`src/lsu_pkg.sv`:
```
/*
  Shared definitions for the load/store unit
  - Address, data and byte enable vector types
  - Access size encoding
  - State encodings for the split FSM and the write buffer
  - Outstanding transfer count type and maximum bus depth
*/

package lsu_pkg;

  //////////////////////////////////////////////////////////////////////
  // Vector types
  //////////////////////////////////////////////////////////////////////

  // Byte address as seen by the core and the data bus
  typedef logic [31:0] addr_t;

  // One 32-bit data word on either side of the unit
  typedef logic [31:0] data_t;

  // One enable bit per byte lane of a data word
  typedef logic [3:0] be_t;

  // Number of transfers granted on the bus but not yet answered
  typedef logic [1:0] cnt_t;

  //////////////////////////////////////////////////////////////////////
  // Encodings
  //////////////////////////////////////////////////////////////////////

  // Access size as requested by the execute stage
  typedef enum logic [1:0] {
    LSU_BYTE = 2'b00,
    LSU_HALF = 2'b01,
    LSU_WORD = 2'b10
  } lsu_size_e;

  // The split FSM waits in SPLIT_SECOND until the second half is buffered
  typedef enum logic {
    SPLIT_IDLE   = 1'b0,
    SPLIT_SECOND = 1'b1
  } split_state_e;

  // Occupancy of the one-entry write buffer
  typedef enum logic {
    WBUF_EMPTY = 1'b0,
    WBUF_FULL  = 1'b1
  } wbuf_state_e;

  // Maximum number of bus transfers in flight at any time
  localparam int unsigned LSU_DEPTH = 2;

endpackage
```
`src/lsu_top.sv`:
```
/*
  Load/store unit top level
  - Execute side request and response ports
  - OBI-style data bus ports
  - Alignment, control, write buffer and response tracker
*/

module lsu_top (
  input  logic               clk,
  input  logic               rst_n,
  // Execute side
  input  logic               lsu_valid_i,
  input  logic               lsu_we_i,
  input  lsu_pkg::lsu_size_e lsu_size_i,
  input  logic               lsu_signed_i,
  input  lsu_pkg::addr_t     lsu_addr_i,
  input  lsu_pkg::data_t     lsu_wdata_i,
  output logic               lsu_ready_o,
  output logic               resp_valid_o,
  output lsu_pkg::data_t     resp_rdata_o,
  output logic               resp_err_o,
  output logic               busy_o,
  // Data bus
  output logic               obi_req_o,
  output lsu_pkg::addr_t     obi_addr_o,
  output logic               obi_we_o,
  output lsu_pkg::be_t       obi_be_o,
  output lsu_pkg::data_t     obi_wdata_o,
  input  logic               obi_gnt_i,
  input  logic               obi_rvalid_i,
  input  lsu_pkg::data_t     obi_rdata_i,
  input  logic               obi_err_i
);
  import lsu_pkg::*;

  // Candidate transfers from the alignment stage
  logic        split;
  addr_t       addr0, addr1;
  be_t         be0, be1;
  data_t       wdata0, wdata1;

  // Transfer handed from control to the write buffer
  logic        trans_valid;
  addr_t       trans_addr;
  logic        trans_we;
  be_t         trans_be;
  data_t       trans_wdata;
  logic        wbuf_ready;
  wbuf_state_e wbuf_state;
  logic        push;

  lsu_align lsu_align_inst (
    .addr_i   (lsu_addr_i),
    .size_i   (lsu_size_i),
    .wdata_i  (lsu_wdata_i),
    .split_o  (split),
    .addr0_o  (addr0),
    .addr1_o  (addr1),
    .be0_o    (be0),
    .be1_o    (be1),
    .wdata0_o (wdata0),
    .wdata1_o (wdata1)
  );

  lsu_ctrl lsu_ctrl_inst (
    .clk           (clk),
    .rst_n         (rst_n),
    .lsu_valid_i   (lsu_valid_i),
    .lsu_we_i      (lsu_we_i),
    .split_i       (split),
    .addr0_i       (addr0),
    .addr1_i       (addr1),
    .be0_i         (be0),
    .be1_i         (be1),
    .wdata0_i      (wdata0),
    .wdata1_i      (wdata1),
    .lsu_ready_o   (lsu_ready_o),
    .trans_valid_o (trans_valid),
    .trans_addr_o  (trans_addr),
    .trans_we_o    (trans_we),
    .trans_be_o    (trans_be),
    .trans_wdata_o (trans_wdata),
    .wbuf_ready_i  (wbuf_ready),
    .obi_gnt_i     (obi_gnt_i),
    .obi_req_i     (obi_req_o),
    .obi_rvalid_i  (obi_rvalid_i),
    .busy_o        (busy_o),
    .wbuf_state_i  (wbuf_state),
    .push_o        (push)
  );

  lsu_wbuf lsu_wbuf_inst (
    .clk           (clk),
    .rst_n         (rst_n),
    .trans_valid_i (trans_valid),
    .trans_addr_i  (trans_addr),
    .trans_we_i    (trans_we),
    .trans_be_i    (trans_be),
    .trans_wdata_i (trans_wdata),
    .wbuf_ready_o  (wbuf_ready),
    .wbuf_state_o  (wbuf_state),
    .obi_req_o     (obi_req_o),
    .obi_addr_o    (obi_addr_o),
    .obi_we_o      (obi_we_o),
    .obi_be_o      (obi_be_o),
    .obi_wdata_o   (obi_wdata_o),
    .obi_gnt_i     (obi_gnt_i)
  );

  // The descriptor is taken straight from the execute side request
  lsu_resp lsu_resp_inst (
    .clk           (clk),
    .rst_n         (rst_n),
    .push_i        (push),
    .push_split_i  (split),
    .push_size_i   (lsu_size_i),
    .push_signed_i (lsu_signed_i),
    .push_offset_i (lsu_addr_i[1:0]),
    .push_we_i     (lsu_we_i),
    .obi_rvalid_i  (obi_rvalid_i),
    .obi_rdata_i   (obi_rdata_i),
    .obi_err_i     (obi_err_i),
    .resp_valid_o  (resp_valid_o),
    .resp_rdata_o  (resp_rdata_o),
    .resp_err_o    (resp_err_o)
  );

endmodule

```
`src/lsu_resp.sv`:
```
/*
  Response tracker of the load/store unit
  - In-order queue of instruction descriptors
  - Holds the first word and error of a split load
  - Realigns, merges and extends the load data
  - Registers the result into a one-cycle response strobe
*/

module lsu_resp (
  input  logic               clk,
  input  logic               rst_n,
  input  logic               push_i,
  input  logic               push_split_i,
  input  lsu_pkg::lsu_size_e push_size_i,
  input  logic               push_signed_i,
  input  logic [1:0]         push_offset_i,
  input  logic               push_we_i,
  input  logic               obi_rvalid_i,
  input  lsu_pkg::data_t     obi_rdata_i,
  input  logic               obi_err_i,
  output logic               resp_valid_o,
  output lsu_pkg::data_t     resp_rdata_o,
  output logic               resp_err_o
);
  import lsu_pkg::*;

  // Descriptor queue, one entry per instruction in flight
  logic       q_split  [LSU_DEPTH];
  lsu_size_e  q_size   [LSU_DEPTH];
  logic       q_signed [LSU_DEPTH];
  logic [1:0] q_offset [LSU_DEPTH];
  logic       q_we     [LSU_DEPTH];

  logic [$clog2(LSU_DEPTH)-1:0] wr_ptr_q, rd_ptr_q;

  // Set after the first response of a split entry has arrived
  logic        half_q;
  data_t       first_q;
  logic        first_err_q;

  logic        last_beat;
  logic [63:0] merged;
  data_t       ext;
  logic        err;

  // The head entry is done on its only or its second response
  assign last_beat = obi_rvalid_i && (!q_split[rd_ptr_q] || half_q);

  always_comb begin
    // Lay both words side by side and shift the access down to lane 0
    merged = q_split[rd_ptr_q] ? {obi_rdata_i, first_q} : {32'h0000_0000, obi_rdata_i};
    merged = merged >> {q_offset[rd_ptr_q], 3'b000};

    case (q_size[rd_ptr_q])
      LSU_BYTE: ext = q_signed[rd_ptr_q] ? {{24{merged[7]}}, merged[7:0]}
                                         : {24'h00_0000, merged[7:0]};
      LSU_HALF: ext = q_signed[rd_ptr_q] ? {{16{merged[15]}}, merged[15:0]}
                                         : {16'h0000, merged[15:0]};
      default:  ext = merged[31:0];
    endcase

    // Stores return no data
    if (q_we[rd_ptr_q]) begin
      ext = '0;
    end

    err = obi_err_i || (q_split[rd_ptr_q] && first_err_q);
  end

  always_ff @(posedge clk, negedge rst_n) begin
    if (!rst_n) begin
      wr_ptr_q     <= '0;
      rd_ptr_q     <= '0;
      half_q       <= 1'b0;
      resp_valid_o <= 1'b0;
    end else begin
      if (push_i) wr_ptr_q <= wr_ptr_q + 1'b1;
      if (last_beat) rd_ptr_q <= rd_ptr_q + 1'b1;
      if (obi_rvalid_i) half_q <= !last_beat;
      resp_valid_o <= last_beat;
    end
  end

  // Queue contents, first half and result need no reset
  always_ff @(posedge clk) begin
    if (push_i) begin
      q_split[wr_ptr_q]  <= push_split_i;
      q_size[wr_ptr_q]   <= push_size_i;
      q_signed[wr_ptr_q] <= push_signed_i;
      q_offset[wr_ptr_q] <= push_offset_i;
      q_we[wr_ptr_q]     <= push_we_i;
    end
    if (obi_rvalid_i && !last_beat) begin
      first_q     <= obi_rdata_i;
      first_err_q <= obi_err_i;
    end
    if (last_beat) begin
      resp_rdata_o <= ext;
      resp_err_o   <= err;
    end
  end

endmodule

```
`src/lsu_wbuf.sv`:
```
/*
  One-entry write buffer of the load/store unit
  - Holds a transfer while the bus withholds grant
  - Drives the bus address phase straight from its registers
  - Refills in the cycle its current entry is granted
*/

module lsu_wbuf (
  input  logic                 clk,
  input  logic                 rst_n,
  input  logic                 trans_valid_i,
  input  lsu_pkg::addr_t       trans_addr_i,
  input  logic                 trans_we_i,
  input  lsu_pkg::be_t         trans_be_i,
  input  lsu_pkg::data_t       trans_wdata_i,
  output logic                 wbuf_ready_o,
  output lsu_pkg::wbuf_state_e wbuf_state_o,
  output logic                 obi_req_o,
  output lsu_pkg::addr_t       obi_addr_o,
  output logic                 obi_we_o,
  output lsu_pkg::be_t         obi_be_o,
  output lsu_pkg::data_t       obi_wdata_o,
  input  logic                 obi_gnt_i
);
  import lsu_pkg::*;

  wbuf_state_e state_q;
  logic        granted;
  logic        load;

  // The request is simply the occupancy of the buffer
  assign obi_req_o    = (state_q == WBUF_FULL);
  assign wbuf_state_o = state_q;

  assign granted = obi_req_o && obi_gnt_i;

  // Space exists when empty or when the entry leaves in this cycle
  assign wbuf_ready_o = (state_q == WBUF_EMPTY) || granted;
  assign load         = trans_valid_i && wbuf_ready_o;

  always_ff @(posedge clk, negedge rst_n) begin
    if (!rst_n) begin
      state_q <= WBUF_EMPTY;
    end else if (load) begin
      state_q <= WBUF_FULL;
    end else if (granted) begin
      state_q <= WBUF_EMPTY;
    end
  end

  // The address phase only changes on a load, so it stays stable
  // for as long as the request waits for grant
  always_ff @(posedge clk) begin
    if (load) begin
      obi_addr_o  <= trans_addr_i;
      obi_we_o    <= trans_we_i;
      obi_be_o    <= trans_be_i;
      obi_wdata_o <= trans_wdata_i;
    end
  end

endmodule

```
`src/lsu_ctrl.sv`:
```
/*
  Control block of the load/store unit
  - Split FSM that issues the second half of a crossing access
  - Counter of granted but unanswered bus transfers
  - Ready towards the execute stage and busy towards the core
  - Push strobe for the response tracker
*/

module lsu_ctrl (
  input  logic                 clk,
  input  logic                 rst_n,
  input  logic                 lsu_valid_i,
  input  logic                 lsu_we_i,
  input  logic                 split_i,
  input  lsu_pkg::addr_t       addr0_i,
  input  lsu_pkg::addr_t       addr1_i,
  input  lsu_pkg::be_t         be0_i,
  input  lsu_pkg::be_t         be1_i,
  input  lsu_pkg::data_t       wdata0_i,
  input  lsu_pkg::data_t       wdata1_i,
  output logic                 lsu_ready_o,
  output logic                 trans_valid_o,
  output lsu_pkg::addr_t       trans_addr_o,
  output logic                 trans_we_o,
  output lsu_pkg::be_t         trans_be_o,
  output lsu_pkg::data_t       trans_wdata_o,
  input  logic                 wbuf_ready_i,
  input  logic                 obi_gnt_i,
  input  logic                 obi_req_i,
  input  logic                 obi_rvalid_i,
  output logic                 busy_o,
  input  lsu_pkg::wbuf_state_e wbuf_state_i,
  output logic                 push_o
);
  import lsu_pkg::*;

  split_state_e state_q, state_d;
  cnt_t         cnt_q, cnt_d;
  logic         accept;
  logic         count_up;
  logic         count_down;
  // Transfers already committed plus the ones a new request would add
  logic [2:0]   commit_total;

  // Second half of a split request, held until the buffer takes it
  addr_t        addr1_q;
  be_t          be1_q;
  data_t        wdata1_q;
  logic         we1_q;

  //////////////////////////////////////////////////////////////////////
  // Acceptance
  //////////////////////////////////////////////////////////////////////

  // A full buffer holds one more transfer that will reach the counter
  assign commit_total = {1'b0, cnt_q} + {2'b00, (wbuf_state_i == WBUF_FULL)}
                      + (split_i ? 3'd2 : 3'd1);

  // No new request while the second half is pending, while the buffer
  // is blocked, or when the new transfers would overrun the bus depth
  assign lsu_ready_o = (state_q == SPLIT_IDLE) && wbuf_ready_i &&
                       (commit_total <= 3'(LSU_DEPTH));

  assign accept = lsu_valid_i && lsu_ready_o;

  // Every accepted instruction gets one descriptor in the tracker
  assign push_o = accept;

  // Transfer mux, the held second half wins over a new request
  always_comb begin
    if (state_q == SPLIT_SECOND) begin
      trans_valid_o = 1'b1;
      trans_addr_o  = addr1_q;
      trans_we_o    = we1_q;
      trans_be_o    = be1_q;
      trans_wdata_o = wdata1_q;
    end else begin
      trans_valid_o = accept;
      trans_addr_o  = addr0_i;
      trans_we_o    = lsu_we_i;
      trans_be_o    = be0_i;
      trans_wdata_o = wdata0_i;
    end
  end

  // Split FSM
  always_comb begin
    state_d = state_q;
    case (state_q)
      SPLIT_IDLE:   if (accept && split_i) state_d = SPLIT_SECOND;
      SPLIT_SECOND: if (wbuf_ready_i) state_d = SPLIT_IDLE;
      default:      state_d = SPLIT_IDLE;
    endcase
  end

  //////////////////////////////////////////////////////////////////////
  // Outstanding transfers
  //////////////////////////////////////////////////////////////////////

  // A transfer counts from its grant until its response
  assign count_up   = obi_req_i && obi_gnt_i;
  assign count_down = obi_rvalid_i;
  assign cnt_d      = cnt_q + {1'b0, count_up} - {1'b0, count_down};

  assign busy_o = (cnt_q != '0) || (wbuf_state_i == WBUF_FULL);

  always_ff @(posedge clk, negedge rst_n) begin
    if (!rst_n) begin
      state_q <= SPLIT_IDLE;
      cnt_q   <= '0;
    end else begin
      state_q <= state_d;
      cnt_q   <= cnt_d;
    end
  end

  // Capture the upper half when a split request is accepted
  always_ff @(posedge clk) begin
    if (accept && split_i) begin
      addr1_q  <= addr1_i;
      be1_q    <= be1_i;
      wdata1_q <= wdata1_i;
      we1_q    <= lsu_we_i;
    end
  end

endmodule

```
`src/lsu_align.sv`:
```
/*
  Alignment stage of the load/store unit
  - Byte enables from access size and low address bits
  - Store data rotated into its byte lanes
  - Second word transfer for accesses that cross a word boundary
*/

module lsu_align (
  input  lsu_pkg::addr_t     addr_i,
  input  lsu_pkg::lsu_size_e size_i,
  input  lsu_pkg::data_t     wdata_i,
  output logic               split_o,
  output lsu_pkg::addr_t     addr0_o,
  output lsu_pkg::addr_t     addr1_o,
  output lsu_pkg::be_t       be0_o,
  output lsu_pkg::be_t       be1_o,
  output lsu_pkg::data_t     wdata0_o,
  output lsu_pkg::data_t     wdata1_o
);
  import lsu_pkg::*;

  // Byte offset of the access inside its first word
  logic [1:0]  offset;
  // Enables for the access before it is moved to its offset
  be_t         size_mask;
  // Enables and data spread over two consecutive words
  logic [7:0]  be_wide;
  logic [63:0] wdata_wide;

  always_comb begin
    offset = addr_i[1:0];

    // Lanes covered by the access when it starts at lane 0
    case (size_i)
      LSU_BYTE: size_mask = 4'b0001;
      LSU_HALF: size_mask = 4'b0011;
      default:  size_mask = 4'b1111;
    endcase

    // Move enables and data up by the offset, lanes that spill past
    // lane 3 land in the upper word and form the second transfer
    be_wide    = {4'b0000, size_mask} << offset;
    wdata_wide = {32'h0000_0000, wdata_i} << {offset, 3'b000};
  end

  // A split is needed as soon as any lane falls into the next word
  assign split_o = |be_wide[7:4];

  // First transfer keeps the lower lanes
  assign be0_o    = be_wide[3:0];
  assign wdata0_o = wdata_wide[31:0];

  // Second transfer carries whatever is left over
  assign be1_o    = be_wide[7:4];
  assign wdata1_o = wdata_wide[63:32];

  // Both transfers address whole words, the second one the next word up
  assign addr0_o = {addr_i[31:2], 2'b00};
  assign addr1_o = addr0_o + 32'd4;

endmodule

```
`config.mk`:
```
export PLATFORM = sky130hd
export DESIGN_NAME = lsu_top
export DESIGN_NICKNAME = d
export VERILOG_FILES = /design/src/lsu_pkg.sv /design/src/lsu_top.sv /design/src/lsu_resp.sv /design/src/lsu_wbuf.sv /design/src/lsu_ctrl.sv /design/src/lsu_align.sv
export SDC_FILE = /design/constraint.sdc
export NUM_CORES = 1
export LEC_CHECK = 0
export ABC_CLOCK_PERIOD_IN_PS = 9750
export BUFFER_PORTS_ARGS = -buffer_cell sky130_fd_sc_hd__buf_2
export CELL_PAD_IN_SITES_DETAIL_PLACEMENT = 2
export CELL_PAD_IN_SITES_GLOBAL_PLACEMENT = 2
export CORE_ASPECT_RATIO = 0.6
export CORE_UTILIZATION = 38
export CTS_BUF_LIST = sky130_fd_sc_hd__clkbuf_16
export CTS_CLUSTER_SIZE = 14
export DETAILED_ROUTE_END_ITERATION = 7
export PLACE_DENSITY = 0.81
export SETUP_SLACK_MARGIN = 0.05
export SLEW_MARGIN = 20
export SYNTH_ARGS = -nofsm -noshare
export SYNTH_HDL_FRONTEND = slang
export SYNTH_HIERARCHICAL = 1
export SYNTH_SLANG_ARGS = --single-unit
```
`constraint.sdc`:
```
create_clock -name clk -period 9.75 [get_ports clk]
set_clock_uncertainty 0.2 [all_clocks]
set_input_delay 1.95 -clock clk [delete_from_list [all_inputs] [get_ports clk]]
set_output_delay 1.95 -clock clk [all_outputs]
set_load 0.02 [all_outputs]
```
==> run_results.csv, run 1 <==
group,metric,value,unit
status,outcome,"complete, no violations",
critical_path,cpPeakStageDelay,0.76,ns
critical_path,critPathSlowestCell,"buf_2",
critical_path,critPathLaunchType,"input port",
drt,vias,7495,
global_routing,track_usage,21.8,%
placement,hpwl,23.2,mm
critical_path,path_buf_inv,3,
drt,avgRoutedWirePerCell,23.6,um
synthesis,yosysUniqueCellTypes,51,
synthesis,synth_cells,828,
synthesis,synth.area.top_cells,"edfxtp_1 (59%), mux2i_1 (8.7%), mux2_2 (7.3%)",
placement,port_buffers,211,
synthesis,synth.largest_area_cell,"edfxtp_1",
finish,final_cell_area,12900,um2
synthesis,yosys.area.top_type_share,58.9,%
synthesis,yosysSeqAreaShare,60.7,%
hold_path,hold_class,"flip-flop to flip-flop",
clocking,tritoncts,"built",
finish,n_fill_cell,2869,
clocking,root_buffer,"clkbuf_16",
floorplan,coreArea,28800,um2
finish,drive_gt1_share,34.2,%
power,vdd_drop_max,119,uV
sta,setup_viol,0,
critical_path,worst-path-max-fanout,44,
finish,final_common_cell,"edfxtp_1",
power,p_leak,5.02,nW
finish,num-nets-final,1103,
floorplan,ioPinCount,212,
finish,layout_common_cells,"edfxtp_1 (218), buf_2 (211), mux2i_1 (95), mux2_2 (72), nand2_1 (64)",
critical_path,critPathKind,"input port to output pin",
critical_path,endpoint_kind,"output pin",
drt,wl_met1,15.3,mm
clocking,ctsResizeCount,0,
clocking,clk_pin_slew,0.06,ns
clocking,cts_max_level,1,
synthesis,synth_edf_count,218,
global_routing,grt-ovfl-total,0,
synthesis,ys_async_sr_fraction,3.54,%
drt,wl_met3,1.86,mm
sta,post-route-period-util,74.8,%
power,powerDensity,292,nW/um2
global_routing,grt_max_degree,71,
drt,viasPerCell,5.40,
critical_path,critical_path_arrival,5.14,ns
sta,report.final.slew_viol_count,0,
finish,syn2layout_area_growth,16.4,%
clocking,postCtsSetupBuffers,0,
global_routing,grt_pass1_vias,7989,
global_routing,grt_pass1_wl,49.4,mm
synthesis,syn_area_per_cell,13.4,um2
synthesis,synth_ff_type,"edfxtp_1",
sta,grt_setup_unrepaired,"false",
clocking,numClockSinks,226,
floorplan,die_h,134,um
drt,firstDrtPassIters,5,
finish,multi_input_area,3880,um2
drt,drt-total-wl,32.7,mm
drt,antenna_left,0,
global_routing,antenna_found_initial,4,
clocking,cts_buffers,23,
floorplan,die_area,30000,um2
drt,drc,0,
flow_run,maxCapViolCount,0,
clocking,cts_hold_buf,0,
placement,gp_congestion,0.804,
clocking,clk_latency,0.52,ns
sta,hold_viol,0,
sta,timing.fmax,137,MHz
sta,worst_pin_slew,1.10,ns
synthesis,syn_area,11100,um2
placement,dpl_cell_area,12200,um2
sta,min_period,7.29,ns
finish,seq_area,6750,um2
synthesis,ys_ff_latch,226,
critical_path,crit_family,"buffers and inverters",
synthesis,yosys_warnings,6,
drt,drtIter0Drc,480,
clocking,cts_buffer_depth,3,
floorplan,start_util,38.6,%
drt,highest_layer,"met4",
floorplan,dieWidth,223,um
drt,wl_met2,15.1,mm
floorplan,rows,48,
critical_path,path_cells,"buf_2 > a21o_1 > a22o_1 > inv_1 > fa_1 > fa_1 > or3b_4 > a21oi_1 > buf_2",
sta,fin_tns_setup,0,ns
critical_path,critPathRequiredTime,7.60,ns
sta,slew_headroom,26.4,%
==> path summary, 6_finish.rpt <==
kind,slack [ns],endpoint,depth (start not counted),startpoint
worst max-delay path,2.46,lsu_ready_o,9,lsu_addr_i[0]
worst min-delay path,0.31,lsu_resp_inst/wr_ptr_q,1,lsu_resp_inst/wr_ptr_q
worst max register to register,6.26,lsu_wbuf_inst/obi_addr_o[10],5,lsu_wbuf_inst/obi_req_o
worst min register to register,0.31,lsu_resp_inst/wr_ptr_q,1,lsu_resp_inst/wr_ptr_q
max in group asynchronous,8.06,lsu_ctrl_inst/state_q,1,rst_n
min in group asynchronous,1.08,lsu_ctrl_inst/state_q,1,rst_n
==> power breakdown <==
group,internal [W],total [W],leakage [nW],switching [W]
logic,0.000455,0.00140,2.53,0.000942
registers,0.00144,0.00155,2.13,0.000111
clock network,0.000456,0.000833,0.357,0.000376
==> flip-flops by register name, indices dropped and copies added, names as in the netlist, 2 cells and up <==
register and cells:
lsu_ctrl_inst/addr1_q 32, lsu_resp_inst/q_split 2, lsu_resp_inst/q_we 2, lsu_resp_inst/q_offset 4
lsu_wbuf_inst/obi_addr_o 32, lsu_resp_inst/first_q 32, lsu_resp_inst/resp_rdata_o 32, lsu_wbuf_inst/obi_be_o 4
lsu_resp_inst/q_size 4, lsu_ctrl_inst/wdata1_q 32, lsu_ctrl_inst/be1_q 4, lsu_ctrl_inst/cnt_q 2
lsu_wbuf_inst/obi_wdata_o 32, lsu_resp_inst/q_signed 2
==> per-layer routing <==
metal | up-vias | track usage, %
met3 | 32 | 4.29
met1 | 3854 | 31.2
met5 | - | 0
met2 | 231 | 34.9
li1 | 3378 | -
met4 | 0 | 3.95
==> final cells by class <==
cell class                      count  area share [%]
Clock buffer                       23            4.45
Timing Repair Buffer              218            8.57
Antenna cell                        4          0.0774
Sequential cell                   226            52.2
Clock inverter                     18           0.880
Tap cell                          375            3.63
Multi-Input combinational cell    515            30.0
Inverter                            8           0.232
==> per-stage QoR <==
stage | hold slack [ns] | util (%) | worst slack [ns] | cells | total power (W)
after global placement | 0.273 | 42.5 | 2.66 | 1342 | 0.00290
after detailed placement | 0.295 | 42.5 | 2.41 | 1342 | 0.00297
after CTS | 0.308 | 44.9 | 2.40 | 1383 | 0.00381
final | 0.307 | 45.0 | 2.46 | 1387 | 0.00378
after global routing | 0.348 | 44.9 | 2.29 | 1383 | 0.00396
after floorplan | 0.255 | - | 2.14 | 840 | 0.00248
==> kinds of logic (layout without fill, tap and decap cells) <==
group | count (synthesis) | in the layout | synth area share (%)
multiplexers | 172 | 172 | 16.6
AO/OA/AOI/OAI | 94 | 94 | 5.39
adder cells (fa/ha/maj) | 5 | 5 | 0.698
buffers and inverters | 99 | 267 | 5.21
other | 1 | 17 | 0.0337
AND/OR/NAND/NOR | 199 | 199 | 8.87
XOR/XNOR | 32 | 32 | 2.52
flip-flops | 226 | 226 | 60.7
==> cell usage after synthesis, drive strengths merged (2+ instances only) <==
| master | n |
|---|---|
| and4 | 4 |
| a31oi | 2 |
| o21ai | 21 |
| a22o | 2 |
| o22ai | 16 |
| nor2 | 48 |
| a32oi | 8 |
| nand2b | 6 |
| nand2 | 64 |
| nand4 | 10 |
| mux2 | 73 |
| fa | 2 |
| a21o | 3 |
| and3 | 11 |
| mux2i | 97 |
| o2bb2ai | 7 |
| inv | 8 |
| nand3 | 22 |
| nor4 | 2 |
| xor2 | 14 |
| dfrtp | 8 |
| nor3b | 3 |
| or3 | 2 |
| mux4 | 2 |
| nor2b | 3 |
| a21oi | 33 |
| clkbuf | 23 |
| buf | 68 |
| edfxtp | 218 |
| nor3 | 7 |
| ha | 3 |
| xnor2 | 18 |
| and2 | 14 |
(Power assumes the default switching activity.)
==> inputs of run 2 (changes only) <==
--- a/config.mk
+++ b/config.mk
@@ -5,12 +5,13 @@
 export SDC_FILE = /design/constraint.sdc
 export NUM_CORES = 1
 export LEC_CHECK = 0
-export ABC_CLOCK_PERIOD_IN_PS = 9750
+export ABC_AREA = 1
+export ABC_CLOCK_PERIOD_IN_PS = 7000
 export BUFFER_PORTS_ARGS = -buffer_cell sky130_fd_sc_hd__buf_2
 export CELL_PAD_IN_SITES_DETAIL_PLACEMENT = 2
 export CELL_PAD_IN_SITES_GLOBAL_PLACEMENT = 2
 export CORE_ASPECT_RATIO = 0.6
-export CORE_UTILIZATION = 38
+export CORE_UTILIZATION = 34
 export CTS_BUF_LIST = sky130_fd_sc_hd__clkbuf_16
 export CTS_CLUSTER_SIZE = 14
 export DETAILED_ROUTE_END_ITERATION = 7
==> constraint.sdc (replaced) <==
create_clock -name clk -period 7 [get_ports clk]
set_clock_uncertainty 0.2 [all_clocks]
set_input_delay 1.4 -clock clk [delete_from_list [all_inputs] [get_ports clk]]
set_output_delay 1.4 -clock clk [all_outputs]
set_load 0.02 [all_outputs]
==> run 2 against run 1 <==
Final cell count rose by 42%. First-iteration DRC count rose by 9.6%. Area after synthesis rose by 7.7%. Die area rose by 20%. Combinational power rose by 69%. Utilization fell by 4.4 points. Largest cell class unchanged.
==> run_results.csv, run 2 <==
group,metric,value,unit
clocking,clk_pin_slew,0.07,ns
finish,num-nets-final,1594,
critical_path,worst-path-max-fanout,6,
sta,min_period,5.37,ns
finish,layout_common_cells,"nand2_1 (487), edfxtp_1 (218), buf_2 (211), nand3_1 (119), inv_1 (110)",
synthesis,syn_area_per_cell,9.04,um2
floorplan,die_area,36000,um2
global_routing,track_usage,22.4,%
drt,drtIter0Drc,526,
synthesis,yosysMostFrequentCell,"nand2_1",
sta,worst_pin_slew,1.08,ns
sta,report.final.slew_viol_count,0,
floorplan,coreArea,34200,um2
critical_path,critPathKind,"input port to output pin",
synthesis,synth_edf_count,218,
global_routing,grt_pass1_wl,61.9,mm
global_routing,antenna_found_initial,3,
clocking,cts_buffers,25,
power,vdd_drop_max,259,uV
clocking,cts_hold_buf,0,
synthesis,yosys_warnings,6,
drt,avgRoutedWirePerCell,20.6,um
sta,fin_tns_setup,0,ns
critical_path,critPathSlowestCell,"fa_1",
sta,slew_headroom,28.1,%
drt,vias,9871,
drt,firstDrtPassIters,5,
global_routing,grt-ovfl-total,0,
global_routing,grt_max_degree,71,
global_routing,grt_pass1_vias,10500,
critical_path,crit_family,"adder cells",
critical_path,critical_path_arrival,3.77,ns
synthesis,yosys.area.top_type_share,54.7,%
critical_path,path_buf_inv,4,
finish,syn2layout_area_growth,15.8,%
floorplan,ioPinCount,212,
placement,port_buffers,211,
floorplan,start_util,35.0,%
critical_path,critPathRequiredTime,5.40,ns
synthesis,syn_area,12000,um2
synthesis,synth_common_cells,"nand2_1 (487), edfxtp_1 (218), nand3_1 (119), inv_1 (107), nor2_1 (85)",
critical_path,path_cells,"buf_2 > nor2_1 > or3_1 > inv_1 > inv_1 > fa_1 > fa_1 > a21oi_1 > and2_1 > buf_2",
synthesis,synth.largest_area_cell,"edfxtp_1",
clocking,cts_max_level,1,
floorplan,die_h,147,um
critical_path,endpoint_kind,"output pin",
synthesis,ys_ff_latch,226,
synthesis,synth_cells,1324,
finish,drive_gt1_share,20.3,%
placement,gp_congestion,0.857,
sta,timing.fmax,186,MHz
synthesis,ys_async_sr_fraction,3.54,%
synthesis,yosysUniqueCellTypes,43,
sta,setup_viol,0,
finish,final_common_cell,"nand2_1",
finish,instances_no_fill,1964,
flow_run,maxCapViolCount,0,
clocking,postCtsSetupBuffers,0,
clocking,clk_latency,0.55,ns
sta,hold_viol,0,
clocking,cts_buffer_depth,3,
clocking,root_buffer,"clkbuf_16",
synthesis,yosysSeqAreaShare,56.4,%
placement,hpwl,28.4,mm
sta,grt_setup_unrepaired,"false",
power,p_leak,6.21,nW
placement,dp.cells,1915,
hold_path,hold_class,"flip-flop to flip-flop",
floorplan,dieWidth,244,um
sta,post-route-period-util,76.8,%
critical_path,cpPeakStageDelay,0.46,ns
clocking,numClockSinks,226,
synthesis,synth_ff_type,"edfxtp_1",
drt,drc,0,
power,p_total,0.00583,W
power,powerDensity,421,nW/um2
clocking,tritoncts,"built",
synthesis,synth.area.top_cells,"edfxtp_1 (55%), nand2_1 (15%), nand3_1 (5.0%)",
drt,viasPerCell,5.03,
drt,drt-total-wl,40.4,mm
floorplan,rows,52,
status,outcome,"complete, no violations",
critical_path,critPathLaunchType,"input port",
clocking,ctsResizeCount,0,
drt,antenna_left,0,
[run 2: worst min-delay path: stages (launching register included)]
cell and delay, ns:
edfxtp_1 0.32, nand2_1 0.05, nand2_1 0.05
[run 2: kinds of logic (layout without fill, tap and decap cells)]
family | count (synthesis) | in the layout | synth area share [%]
AND/OR/NAND/NOR | 732 | 732 | 25.8
flip-flops | 226 | 226 | 56.4
buffers and inverters | 215 | 381 | 9.55
AO/OA/AOI/OAI | 126 | 126 | 6.01
XOR/XNOR | 18 | 18 | 1.38
adder cells (fa/ha/maj) | 5 | 5 | 0.648
other | 1 | 16 | 0.0313
multiplexers | 1 | 1 | 0.188
[run 2: stage by stage]
step / worst slack (ns) / cell area, um2 / util [%] / hold slack, ns
CTS: 1.58 / 13800 / 40.5 / 0.317
global placement: 1.66 / 13100 / 38.2 / 0.297
floorplan: 1.09 / 12000 / - / 0.263
finish: 1.63 / 13900 / 40.6 / 0.309
global route: 1.47 / 13800 / 40.5 / 0.344
detailed placement: 1.57 / 13100 / 38.2 / 0.305
[run 2: layer usage]
layer | global-route usage, % | vias to the layer above | routed length (um)
li1 | - | 4619 | -
met1 | 31.4 | 4957 | 18700
met2 | 36.1 | 240 | 18700
met3 | 4.06 | 53 | 2180
met4 | 5.16 | 2 | 836
met5 | 0 | - | 13
[run 2: report_power, final]
part	internal (W)	switching [W]
logic	0.000611	0.00176
registers	0.00198	0.000156
clock network	0.000728	0.000586
total	0.00332	0.00250
[run 2: final timing paths]
path                       depth (start not counted)  slack [ns]                    from                         end
setup / recovery                                  10        1.63           lsu_size_i[1]                 lsu_ready_o
hold / removal                                     2        0.31     lsu_ctrl_inst/we1_q      lsu_wbuf_inst/obi_we_o
setup reg to reg                                   5        3.26  lsu_resp_inst/rd_ptr_q   lsu_resp_inst/first_q[15]
hold reg to reg                                    2        0.31     lsu_ctrl_inst/we1_q      lsu_wbuf_inst/obi_we_o
max in group asynchronous                          1        5.83                   rst_n       lsu_ctrl_inst/state_q
min in group asynchronous                          1        0.53                   rst_n  lsu_resp_inst/resp_valid_o
[run 2: layout make-up]
type                            count  area, um2
Clock inverter                     21        163
Fill cell                        3776      20300
Sequential cell                   226       6750
Inverter                          112        425
Antenna cell                        3       7.51
Timing Repair Buffer              223       1160
Tap cell                          459        574
Multi-Input combinational cell    895       4150
Clock buffer                       25        626
==> inputs of run 3 (changes only) <==
--- a/config.mk
+++ b/config.mk
@@ -6,16 +6,16 @@
 export NUM_CORES = 1
 export LEC_CHECK = 0
 export ABC_AREA = 1
-export ABC_CLOCK_PERIOD_IN_PS = 7000
+export ABC_CLOCK_PERIOD_IN_PS = 4550
 export BUFFER_PORTS_ARGS = -buffer_cell sky130_fd_sc_hd__buf_2
 export CELL_PAD_IN_SITES_DETAIL_PLACEMENT = 2
 export CELL_PAD_IN_SITES_GLOBAL_PLACEMENT = 2
 export CORE_ASPECT_RATIO = 0.6
-export CORE_UTILIZATION = 34
+export CORE_UTILIZATION = 31
 export CTS_BUF_LIST = sky130_fd_sc_hd__clkbuf_16
 export CTS_CLUSTER_SIZE = 14
 export DETAILED_ROUTE_END_ITERATION = 7
-export PLACE_DENSITY = 0.81
+export PLACE_DENSITY = 0.78
 export SETUP_SLACK_MARGIN = 0.05
 export SLEW_MARGIN = 20
 export SYNTH_ARGS = -nofsm -noshare
==> constraint.sdc (replaced) <==
create_clock -name clk -period 4.55 [get_ports clk]
set_clock_uncertainty 0.2 [all_clocks]
set_input_delay 0.91 -clock clk [delete_from_list [all_inputs] [get_ports clk]]
set_output_delay 0.91 -clock clk [all_outputs]
set_load 0.02 [all_outputs]
==> run 3 against run 2 <==
Hold slack lost 0.27 ns. Sequential share of layout area is 0.40 points lower. Highest routed layer unchanged. Non-clock buffer count is 5 higher. Final area is 0.83% higher. Combinational power is 59% higher. Flip-flop and latch count unchanged. Die area is 9.6% higher. Final cell count grew 2.9%.
==> run_results.csv, run 3 (synthesis results as in run 2) <==
group,metric,value,unit
sta,grt_setup_unrepaired,"false",
clocking,clk_pin_slew,0.07,ns
finish,final_cell_area,14000,um2
global_routing,grt_pass1_wl,61.5,mm
placement,port_buffers,211,
critical_path,endpoint_kind,"output pin",
finish,instances_no_fill,2021,
sta,setup_viol,0,
hold_path,hold_class,"input port to async pin",
sta,fin_tns_setup,0,ns
sta,holdWs,0.0367,ns
global_routing,grt-ovfl-total,0,
finish,syn2layout_area_growth,16.7,%
clocking,tritoncts,"built",
flow_run,maxCapViolCount,0,
drt,drtIter0Drc,538,
finish,layout_common_cells,"nand2_1 (487), edfxtp_1 (218), buf_2 (211), nand3_1 (119), inv_1 (109)",
status,outcome,"complete, no violations",
critical_path,r2r_slack,0.96,ns
drt,firstDrtPassIters,7,
clocking,cts_max_level,1,
placement,dp.cells,1974,
critical_path,critPathLaunchType,"input port",
sta,slew_headroom,35.8,%
sta,post-route-period-util,92.6,%
global_routing,antenna_found_initial,7,
floorplan,dieWidth,256,um
floorplan,ioPinCount,212,
floorplan,start_util,31.6,%
floorplan,die_h,154,um
clocking,root_buffer,"clkbuf_16",
finish,utilization,36.9,%
placement,gp_congestion,0.872,
global_routing,grt_pass1_vias,10400,
clocking,numClockSinks,226,
clocking,ctsResizeCount,0,
critical_path,critPathKind,"input port to output pin",
power,powerDensity,644,nW/um2
clocking,clk_latency,0.54,ns
drt,vias,9854,
clocking,cts_buffers,25,
clocking,cts_hold_buf,0,
finish,num-nets-final,1599,
critical_path,r2r_cells,9,
critical_path,cpPeakStageDelay,0.49,ns
sta,min_period,4.22,ns
clocking,postCtsSetupBuffers,0,
critical_path,path_common_cell,"buf_2",
drt,avgRoutedWirePerCell,19.9,um
finish,drive_gt1_share,20.9,%
critical_path,path_cells,"buf_2 > nor2_1 > or3_4 > inv_4 > inv_2 > fa_2 > fa_1 > a21oi_2 > and2_1 > buf_2",
placement,hpwl,28.9,mm
sta,hold_viol,0,
critical_path,critPathSlowestCell,"fa_1",
critical_path,path_buf_inv,4,
floorplan,rows,55,
placement,dpl_cell_area,13200,um2
power,vdd_drop_max,377,uV
critical_path,r2r-start,"lsu_resp_inst/rd_ptr_q",
floorplan,die_area,39400,um2
drt,drt-total-wl,40.2,mm
critical_path,critical_path_arrival,3.11,ns
critical_path,critPathRequiredTime,3.44,ns
finish,final_common_cell,"nand2_1",
global_routing,track_usage,20.2,%
drt,drc,0,
critical_path,crit_family,"adder cells",
sta,report.final.slew_viol_count,0,
critical_path,r2r_end,"lsu_resp_inst/resp_rdata_o[26]",
power,p_leak,6.24,nW
floorplan,coreArea,37800,um2
sta,worst_pin_slew,0.963,ns
critical_path,worst-path-max-fanout,7,
drt,viasPerCell,4.88,
drt,antenna_left,0,
global_routing,grt_max_degree,72,
sta,timing.fmax,237,MHz
clocking,cts_buffer_depth,3,
==> run 3: changes by cell type in the layout (fill, tap and decap cells not counted), moves of 3 or more <==
| cell | previous run | this run |
|---|---|---|
| buf_4 | 11 | 15 |
| clkinv_1 | 6 | 3 |
| clkinv_2 | 3 | 6 |
| clkinvlp_4 | 4 | 1 |
==> run 3: power breakdown <==
part	internal [W]	leakage [nW]	switching (W)
logic	0.000993	3.70	0.00277
registers	0.00305	2.14	0.000235
clock network	0.00110	0.401	0.000855
total	0.00514	6.24	0.00386
==> run 3: worst max-delay path by stage <==
stage | cells past startpoint | start | end
after floorplan | 12 | lsu_addr_i[0] | lsu_wbuf_inst/obi_addr_o[0]
after global placement | 10 | lsu_addr_i[1] | lsu_ready_o
after CTS | 10 | lsu_addr_i[1] | lsu_ready_o
after global routing | 10 | lsu_addr_i[1] | lsu_ready_o
after detailed placement | 10 | lsu_addr_i[1] | lsu_ready_o
final | 10 | lsu_addr_i[1] | lsu_ready_o
==> run 3: per-stage QoR <==
step	total power [W]	worst slack (ns)
floorplan	0.00572	0.0166
global placement	0.00689	0.383
detailed placement	0.00706	0.324
CTS	0.00908	0.325
global route	0.00950	0.234
finish	0.00900	0.335
==> run 3: metal layers <==
metal | routed length [um] | up-vias | GRT usage, %
met3 | 2000 | 58 | 4.18
met4 | 872 | 6 | 5.39
met1 | 18900 | 4954 | 28.0
li1 | - | 4630 | -
met2 | 18500 | 206 | 32.3
met5 | 40 | - | 0
==> run 3: area by class of cell <==
| type | count | area (um2) |
|---|---|---|
| well taps | 513 | 642 |
| clock inverters | 18 | 133 |
| repair buffers | 228 | 1210 |
| flip-flops and latches | 226 | 6750 |
| inverters | 112 | 432 |
| clock buffers | 25 | 626 |
| diodes | 4 | 10.0 |
| multi-input cells | 895 | 4170 |
| fillers | 4273 | 23900 |
